===== src/verilog/decodePkg.sv =====
`default_nettype none

package decodePkg;

	// ************************************************************************
	// primary opcode field, instr[31:26]
	// ************************************************************************

	typedef enum logic [5:0] {
		rType = 6'h00,  // register format, see funct.
		j     = 6'h02,
		jal   = 6'h03,
		beq   = 6'h04,
		bne   = 6'h05,
		addi  = 6'h08,
		andi  = 6'h0c,
		ori   = 6'h0d,
		lui   = 6'h0f,
		lw    = 6'h23,
		sw    = 6'h2b
	} opcodeT;

	// ************************************************************************
	// function field of r-type, instr[5:0]
	// ************************************************************************

	typedef enum logic [5:0] {
		fnSll = 6'h00,
		fnSrl = 6'h02,
		fnJr  = 6'h08,
		fnAdd = 6'h20,
		fnSub = 6'h22,
		fnAnd = 6'h24,
		fnOr  = 6'h25,
		fnSlt = 6'h2a
	} functT;

	// operation handed to execute.
	typedef enum logic [2:0] {
		aluAdd = 3'd0,  // also the no-op encoding.
		aluSub = 3'd1,
		aluAnd = 3'd2,
		aluOr  = 3'd3,
		aluSlt = 3'd4,
		aluSll = 3'd5,
		aluSrl = 3'd6,
		aluLui = 3'd7
	} aluOpT;

	// ************************************************************************
	// register indices
	// ************************************************************************

	typedef logic [4:0] regIdxT;

	localparam regIdxT zeroReg = 5'd0;   // hardwired zero.
	localparam regIdxT linkReg = 5'd31;  // jal return address.

endpackage

`default_nettype wire


===== src/verilog/decodeIfs.sv =====
`default_nettype none

// raw controls, decoder to issue.
interface ctrlBus
	import decodePkg::*;
();
	logic  regDst;
	logic  branchEq;
	logic  branchNe;
	aluOpT aluOp;
	logic  aluSrc;
	logic  regWrite;
	logic  memWrite;
	logic  memRead;
	logic  memToReg;
	logic  shamtSel;
	logic  jump;
	logic  jumpReg;
	logic  link;

	modport src (output regDst, branchEq, branchNe, aluOp, aluSrc, regWrite,
		memWrite, memRead, memToReg, shamtSel, jump, jumpReg, link);
	modport dst (input regDst, branchEq, branchNe, aluOp, aluSrc, regWrite,
		memWrite, memRead, memToReg, shamtSel, jump, jumpReg, link);
endinterface

// operands, fetch to issue.
interface operandBus #(
	parameter int dataWidth = 32
) ();
	logic [dataWidth-1:0] readData1;
	logic [dataWidth-1:0] readData2;
	logic [dataWidth-1:0] immExt;
	logic [dataWidth-1:0] shamtExt;

	modport src (output readData1, readData2, immExt, shamtExt);
	modport dst (input readData1, readData2, immExt, shamtExt);
endinterface

`default_nettype wire


===== src/verilog/controlDecoder.sv =====
`default_nettype none

module controlDecoder
	import decodePkg::*;
(
	input  opcodeT opcode,
	input  functT  funct,
	ctrlBus.src    ctrl
);

	always_comb begin
		ctrl.regDst   = 1'b0;  // everything off unless decoded.
		ctrl.branchEq = 1'b0;
		ctrl.branchNe = 1'b0;
		ctrl.aluOp    = aluAdd;
		ctrl.aluSrc   = 1'b0;
		ctrl.regWrite = 1'b0;
		ctrl.memWrite = 1'b0;
		ctrl.memRead  = 1'b0;
		ctrl.memToReg = 1'b0;
		ctrl.shamtSel = 1'b0;
		ctrl.jump     = 1'b0;
		ctrl.jumpReg  = 1'b0;
		ctrl.link     = 1'b0;

		case (opcode)
			rType: begin
				case (funct)
					fnAdd: begin
						ctrl.regDst   = 1'b1;
						ctrl.regWrite = 1'b1;
						ctrl.aluOp    = aluAdd;
					end
					fnSub: begin
						ctrl.regDst   = 1'b1;
						ctrl.regWrite = 1'b1;
						ctrl.aluOp    = aluSub;
					end
					fnAnd: begin
						ctrl.regDst   = 1'b1;
						ctrl.regWrite = 1'b1;
						ctrl.aluOp    = aluAnd;
					end
					fnOr: begin
						ctrl.regDst   = 1'b1;
						ctrl.regWrite = 1'b1;
						ctrl.aluOp    = aluOr;
					end
					fnSlt: begin
						ctrl.regDst   = 1'b1;
						ctrl.regWrite = 1'b1;
						ctrl.aluOp    = aluSlt;
					end
					fnSll: begin
						ctrl.regDst   = 1'b1;
						ctrl.regWrite = 1'b1;
						ctrl.shamtSel = 1'b1;  // operand b from shamt.
						ctrl.aluOp    = aluSll;
					end
					fnSrl: begin
						ctrl.regDst   = 1'b1;
						ctrl.regWrite = 1'b1;
						ctrl.shamtSel = 1'b1;
						ctrl.aluOp    = aluSrl;
					end
					fnJr: begin
						ctrl.regDst   = 1'b1;
						ctrl.jumpReg  = 1'b1;  // no write-back.
					end
					default: ;  // unknown funct is a no-op.
				endcase
			end

			// ****************************************************************
			// immediate arithmetic and logic
			// ****************************************************************
			addi: begin
				ctrl.aluSrc   = 1'b1;
				ctrl.regWrite = 1'b1;
				ctrl.aluOp    = aluAdd;
			end
			andi: begin
				ctrl.aluSrc   = 1'b1;
				ctrl.regWrite = 1'b1;
				ctrl.aluOp    = aluAnd;
			end
			ori: begin
				ctrl.aluSrc   = 1'b1;
				ctrl.regWrite = 1'b1;
				ctrl.aluOp    = aluOr;
			end
			lui: begin
				ctrl.aluSrc   = 1'b1;
				ctrl.regWrite = 1'b1;
				ctrl.aluOp    = aluLui;
			end

			// memory, address is base plus offset.
			lw: begin
				ctrl.memRead  = 1'b1;
				ctrl.memToReg = 1'b1;
				ctrl.aluSrc   = 1'b1;
				ctrl.regWrite = 1'b1;
				ctrl.aluOp    = aluAdd;
			end
			sw: begin
				ctrl.memWrite = 1'b1;
				ctrl.aluSrc   = 1'b1;
				ctrl.aluOp    = aluAdd;
			end

			beq: begin
				ctrl.branchEq = 1'b1;
				ctrl.aluOp    = aluSub;  // compare by subtract.
			end
			bne: begin
				ctrl.branchNe = 1'b1;
				ctrl.aluOp    = aluSub;
			end

			j: ctrl.jump = 1'b1;
			jal: begin
				ctrl.jump     = 1'b1;
				ctrl.link     = 1'b1;  // pc+4 into r31.
				ctrl.regWrite = 1'b1;
			end

			default: ;
		endcase
	end

endmodule

`default_nettype wire


===== src/verilog/decodeIssue.sv =====
`default_nettype none

module decodeIssue
	import decodePkg::*;
#(
	parameter int dataWidth = 32
) (
	input  logic                 stall,
	input  regIdxT               rt,
	input  regIdxT               rd,
	ctrlBus.dst                  ctrl,
	operandBus.dst               opnd,

	output aluOpT                aluOp,
	output regIdxT               destReg,
	output logic                 branchEq,
	output logic                 branchNe,
	output logic                 aluSrc,
	output logic                 regWrite,
	output logic                 memWrite,
	output logic                 memRead,
	output logic                 memToReg,
	output logic                 shamtSel,
	output logic                 jump,
	output logic                 jumpReg,
	output logic                 link,
	output logic [dataWidth-1:0] readData1,
	output logic [dataWidth-1:0] readData2,
	output logic [dataWidth-1:0] immExt,
	output logic [dataWidth-1:0] shamtExt
);

	regIdxT dest;

	always_comb begin
		if (ctrl.regDst) begin
			dest = rd;
		end else if (ctrl.link) begin
			dest = linkReg;
		end else begin
			dest = rt;
		end
	end

	assign destReg = stall ? zeroReg : dest;  // bubble writes nothing.

	// side effects are cancelled under stall.
	assign branchEq = ctrl.branchEq & ~stall;
	assign branchNe = ctrl.branchNe & ~stall;
	assign regWrite = ctrl.regWrite & ~stall;
	assign memWrite = ctrl.memWrite & ~stall;
	assign memRead  = ctrl.memRead & ~stall;
	assign jump     = ctrl.jump & ~stall;
	assign jumpReg  = ctrl.jumpReg & ~stall;

	assign aluOp    = ctrl.aluOp;  // harmless, pass through.
	assign aluSrc   = ctrl.aluSrc;
	assign memToReg = ctrl.memToReg;
	assign shamtSel = ctrl.shamtSel;
	assign link     = ctrl.link;

	assign readData1 = opnd.readData1;
	assign readData2 = opnd.readData2;
	assign immExt    = opnd.immExt;
	assign shamtExt  = opnd.shamtExt;

endmodule

`default_nettype wire


===== src/verilog/decodeStage.sv =====
`default_nettype none

module decodeStage
	import decodePkg::*;
#(
	parameter int dataWidth = 32
) (
	input  logic                 clk,
	input  logic                 rst,
	input  logic [31:0]          instr,
	input  logic                 stall,
	input  logic                 wbWrite,
	input  logic                 wbLink,
	input  regIdxT               wbReg,
	input  logic [dataWidth-1:0] wbData,

	output aluOpT                aluOp,
	output regIdxT               destReg,
	output logic                 branchEq,
	output logic                 branchNe,
	output logic                 aluSrc,
	output logic                 regWrite,
	output logic                 memWrite,
	output logic                 memRead,
	output logic                 memToReg,
	output logic                 shamtSel,
	output logic                 jump,
	output logic                 jumpReg,
	output logic                 link,
	output logic [dataWidth-1:0] readData1,
	output logic [dataWidth-1:0] readData2,
	output logic [dataWidth-1:0] immExt,
	output logic [dataWidth-1:0] shamtExt
);

	// ************************************************************************
	// instruction fields
	// ************************************************************************

	opcodeT      opcode;
	functT       funct;
	regIdxT      rs;
	regIdxT      rt;
	regIdxT      rd;
	logic [4:0]  shamt;
	logic [15:0] imm16;

	assign opcode = opcodeT'(instr[31:26]);
	assign funct  = functT'(instr[5:0]);
	assign rs     = instr[25:21];
	assign rt     = instr[20:16];
	assign rd     = instr[15:11];
	assign shamt  = instr[10:6];
	assign imm16  = instr[15:0];

	ctrlBus                              ctrlIf ();
	operandBus #(.dataWidth(dataWidth)) opndIf ();

	controlDecoder controlUnit (
		.opcode (opcode),
		.funct  (funct),
		.ctrl   (ctrlIf.src)
	);

	operandFetch #(
		.dataWidth (dataWidth)
	) operandUnit (
		.clk     (clk),
		.rst     (rst),
		.wbWrite (wbWrite),
		.wbLink  (wbLink),
		.wbReg   (wbReg),
		.wbData  (wbData),
		.rs      (rs),
		.rt      (rt),
		.imm16   (imm16),
		.shamt   (shamt),
		.opnd    (opndIf.src)
	);

	decodeIssue #(
		.dataWidth (dataWidth)
	) issueUnit (
		.stall     (stall),
		.rt        (rt),
		.rd        (rd),
		.ctrl      (ctrlIf.dst),
		.opnd      (opndIf.dst),
		.aluOp     (aluOp),
		.destReg   (destReg),
		.branchEq  (branchEq),
		.branchNe  (branchNe),
		.aluSrc    (aluSrc),
		.regWrite  (regWrite),
		.memWrite  (memWrite),
		.memRead   (memRead),
		.memToReg  (memToReg),
		.shamtSel  (shamtSel),
		.jump      (jump),
		.jumpReg   (jumpReg),
		.link      (link),
		.readData1 (readData1),
		.readData2 (readData2),
		.immExt    (immExt),
		.shamtExt  (shamtExt)
	);

endmodule

`default_nettype wire


===== src/verilog/operandFetch.sv =====
`default_nettype none

module operandFetch
	import decodePkg::*;
#(
	parameter int dataWidth = 32
) (
	input  logic                 clk,
	input  logic                 rst,
	input  logic                 wbWrite,
	input  logic                 wbLink,
	input  regIdxT               wbReg,
	input  logic [dataWidth-1:0] wbData,
	input  regIdxT               rs,
	input  regIdxT               rt,
	input  logic [15:0]          imm16,
	input  logic [4:0]           shamt,
	operandBus.src               opnd
);

	logic [dataWidth-1:0] regs [0:31];
	regIdxT               wrIdx;

	// ************************************************************************
	// register file
	// ************************************************************************

	assign wrIdx = wbLink ? linkReg : wbReg;  // jal return goes to r31.

	always_ff @(posedge clk) begin
		if (rst) begin
			for (int i = 0; i < 32; i++) begin
				regs[i] <= '0;
			end
		end else if (wbWrite && (wrIdx != zeroReg)) begin
			regs[wrIdx] <= wbData;
		end
	end

	// no write-through, new data shows next cycle.
	always_comb begin
		if (rs == zeroReg) begin
			opnd.readData1 = '0;
		end else begin
			opnd.readData1 = regs[rs];
		end

		if (rt == zeroReg) begin
			opnd.readData2 = '0;
		end else begin
			opnd.readData2 = regs[rt];
		end
	end

	// ************************************************************************
	// extenders
	// ************************************************************************

	assign opnd.immExt   = {{(dataWidth-16){imm16[15]}}, imm16};  // sign.
	assign opnd.shamtExt = {{(dataWidth-5){1'b0}}, shamt};        // zero fill.

endmodule

`default_nettype wire

===== config.mk =====
export PLATFORM = sky130hd
export DESIGN_NAME = decodeStage
export DESIGN_NICKNAME = d
export VERILOG_FILES = /design/src/verilog/decodePkg.sv /design/src/verilog/decodeIfs.sv /design/src/verilog/controlDecoder.sv /design/src/verilog/decodeIssue.sv /design/src/verilog/decodeStage.sv /design/src/verilog/operandFetch.sv
export SDC_FILE = /design/constraint.sdc
export NUM_CORES = 2
export LEC_CHECK = 0
export BUFFER_PORTS_ARGS = -buffer_cell sky130_fd_sc_hd__buf_4
export CELL_PAD_IN_SITES_DETAIL_PLACEMENT = 1
export CELL_PAD_IN_SITES_GLOBAL_PLACEMENT = 1
export CORE_ASPECT_RATIO = 0.9
export CORE_MARGIN = 8
export CORE_UTILIZATION = 36
export DETAILED_ROUTE_END_ITERATION = 12
export PLACE_DENSITY_LB_ADDON = 0.1
export SLEW_MARGIN = 20
export SYNTH_ARGS = -nofsm -noshare
export SYNTH_HDL_FRONTEND = slang
export SYNTH_HIERARCHICAL = 1
export SYNTH_SLANG_ARGS = --single-unit

===== constraint.sdc =====
create_clock -name clk -period 3.7 [get_ports clk]
set_input_delay 0.74 -clock clk [delete_from_list [all_inputs] [get_ports clk]]
set_output_delay 0.74 -clock clk [all_outputs]
set_load 0.05 [all_outputs]

==> impl_metrics.tcl <==
set metrics [dict create \
    h-tree-depth 3 \
    power.internal_mw 21.59 \
    largest_register "operandUnit/regs" \
    endpoint_kind "output port" \
    via_per_inst 5.897 \
    antenna_found_initial 21 \
    syn_to_final_growth_pct 16.78 \
    grt_util_met3_pct 3.533 \
    ys_ff_latch 1024 \
    firstDrtPassIters 5 \
    cts-root-buf "clkbuf_16" \
    largest_reg_flops 1024 \
    numCtsBuffers 114 \
    cts.clk_slew.worst_paths_ps 60 \
    ys_seq_area_share_pct 54.69 \
    hold_buffers 0 \
    p_switching_mw 7.979 \
    rsz0062_at_grt "yes" \
    fin_setup_tns_ps 0 \
    switching_share_pct 26.98 \
    fin_crit_ps 3687 \
    clock.fmax_ghz 0.2712 \
    fillers 15300 \
    outcome "finished, final reports clean" \
    synth_top_area_share_pct 54.69 \
    setup_viol 0 \
    post-route-drc-count 0 \
    timing.final.crit_share_pct 99.66 \
    yosysMostFrequentCell "edfxtp_1" \
    grt_max_degree 52 \
    ys.flop_type "edfxtp_1" \
    die_w_um 432.6 \
    drv_cap 0 \
    synth_edf_count 1024 \
    use_met1_pct 33.03 \
    port_buffers 178 \
    dp_cells 5908 \
    fin_nets 4038 \
    yosys_warnings 6 \
    regArea_sq_um 30750 \
    hold_end "operandUnit/regs[11][15]" \
    core_sq_um 155000 \
    yosysUniqueCellTypes 50 \
    grtUsageTotal_pct 25.27 \
    cellPowerDensity_nw_per_um2 450.4 \
    max_slew_margin_pct 33.97 \
    power.leakage_nw 23.10 \
    grt.busiest_layer "met2" \
    synthesis.area_sq_um 56220 \
    yosysTopAreaCell "edfxtp_1" \
    worst_pin_slew_ps 985.9 \
    wl_mm 219.9 \
    ys_top_cells_by_count "1024 x edfxtp_1, 996 x and2_1, 462 x mux4_2" \
    min_path_cells 2 \
    dieArea_sq_um 169100 \
    met2_usage_pct 42.72 \
    final_cells 6147 \
    yosys-top-cells-area "edfxtp_1 55%, mux4_2 19%, and2_1 11%" \
    drive_gt1_share_pct 34.02 \
    crit_arrival_ps 2950 \
    required_ps 2960 \
    vdd_ir_drop_max_uv 429.7 \
    syn_avg_cell_area_sq_um 14.76 \
    route.vias.total 36250 \
    rows 137 \
    p_comb_share_pct 15.5 \
    start_util_pct 36.28 \
    reg_top3 "operandUnit/regs x1024" \
    die_h_um 390.9 \
    cts_buffer_depth 3 \
    cp_max_fo 12 \
    hp-class "in -> reg" \
    multi_input_area_sq_um 23240 \
    grt_pass1_wl_mm 304.8 \
    drtAntennaViolNets 0 \
    min_from "wbData[15]" \
    pwr-share-seq_pct 46.6 \
    drt_iter0_drc 3392 \
    crit_type "in -> out" \
    hold_viol 0 \
    worstSetupStartpointType "primary input" \
    overflow 0 \
    clock_sink_count 1024 \
    dp_hpwl_mm 140.8 \
    async_reset_ff_share_pct 0 \
    p_clk_share_pct 37.9 \
    ios 221 \
    grt_pass1_vias 39380 \
    synthCells 3809 \
    slew_viol_final 0 \
    cts_tree "yes" \
    wire_per_inst_um 35.77 \
    gp_congestion 0.8239 \
]
==> metal layers <==
layer	part of all wire, %	routed length [um]	vias up
met5	0.011	24	-
met4	4.5	9928	4
met3	6.0	13280	406
met2	49	106900	1548
met1	41	89820	19650
li1	-	-	14640
==> worst max-delay path: stages <==
cell	delay, ps
buf_4	170
or3_2	520
buf_12	180
buf_4	240
o22ai_1	210
a2111oi_1	80
buf_4	160
nor3_4	250
buf_4	170
buf_4	190
==> layout make-up <==
| class | count | share of cell area (%) |
|---|---|---|
| flip-flops and latches | 1024 | 46.83 |
| multi-input cells | 2250 | 35.40 |
| repair buffers | 572 | 8.314 |
| clock buffers | 138 | 4.547 |
| well taps | 2085 | 3.973 |
| clock inverters | 65 | 0.8785 |
| diodes | 11 | 0.04192 |
| inverters | 2 | 0.01143 |
==> metrics by stage <==
stage	power, mW	cell area [sq um]	hold slack (ps)	util, %	worst slack [ps]
5_1_grt	30.38	65640	512.1	42.36	-29.20
3_3_place_gp	18.31	61040	1281	39.39	-638.7
2_1_floorplan	16.66	56440	938.2	-	142.4
6_report	29.57	65660	530.8	42.37	12.62
4_1_cts	29.77	65290	482.3	42.14	-45.96
3_5_place_dp	18.42	61050	1292	39.40	-588.7
==> logic make-up (layout without fill, tap and decap cells) <==
kind of cell	after synthesis	after routing	share of synthesized area, %
buffers and inverters	593	777	5.815
AO/OA/AOI/OAI	289	289	3.901
multiplexers	656	656	22.04
other	1	70	0.006670
flip-flops	1024	1024	54.69
AND/OR/NAND/NOR	1245	1245	13.53
XOR/XNOR	1	1	0.01558
==> repair_timing <==
action | in CTS | in global routing
gates resized for setup | 86 | 37
cloned | 5 | 3
pin swaps | 1 | 1
buffers inserted | 5 | 12
endpoints found under the hold margin | 0 | 0
endpoints found under the setup margin | 61 | 36
==> layout by cell type (no fill, tap or decap), types with 6 or more instances in the layout <==
cell / synthesis / final
mux2_2: 34 / 34
diode_2: 0 / 11
mux4_2: 462 / 462
buf_12: 0 / 62
nand2b_1: 9 / 9
nor3_1: 70 / 58
edfxtp_1: 1024 / 1024
buf_16: 0 / 10
clkinv_1: 0 / 24
a22oi_1: 17 / 17
nor2_4: 0 / 32
nand2_1: 25 / 25
clkinv_2: 0 / 22
buf_4: 240 / 486
or2_2: 33 / 33
o22ai_1: 84 / 71
clkbuf_16: 0 / 119
nor2b_1: 28 / 25
a2111oi_1: 0 / 6
conb_1: 1 / 59
a21oi_1: 14 / 14
and2_1: 996 / 994
a2111oi_2: 1 / 9
o221ai_1: 28 / 27
nor2b_4: 5 / 7
clkbuf_1: 274 / 22
a211oi_2: 1 / 14
a22o_1: 55 / 53
nand3_1: 9 / 9
mux2i_1: 160 / 160
bufinv_16: 0 / 9
nor3_2: 0 / 11
a211oi_1: 43 / 29
a2111oi_4: 0 / 10
o22ai_2: 0 / 13
nor2_1: 44 / 11
==> power by group through the flow <==
stage               Clock [mW]  Combinational (mW)  Sequential, mW
finish                    11.2                4.59            13.8
global route              11.8                4.75            13.8
CTS                       11.5                4.56            13.8
detailed placement           0                4.42            14.0
global placement             0                4.38            13.9
floorplan                    0                2.85            13.8
==> how the worst max path moves through the flow <==
stage | startpoint | end | cells after the start | slack (ps)
finish | instr[22] | readData1[18] | 10 | 10
global route | instr[21] | readData1[16] | 10 | -30
CTS | instr[21] | readData1[24] | 10 | -50
detailed placement | instr[21] | readData1[19] | 8 | -590
global placement | instr[21] | readData1[19] | 8 | -640
floorplan | instr[31] | destReg[0] | 5 | 140
Note: power is estimated with default switching activity, not from simulation.
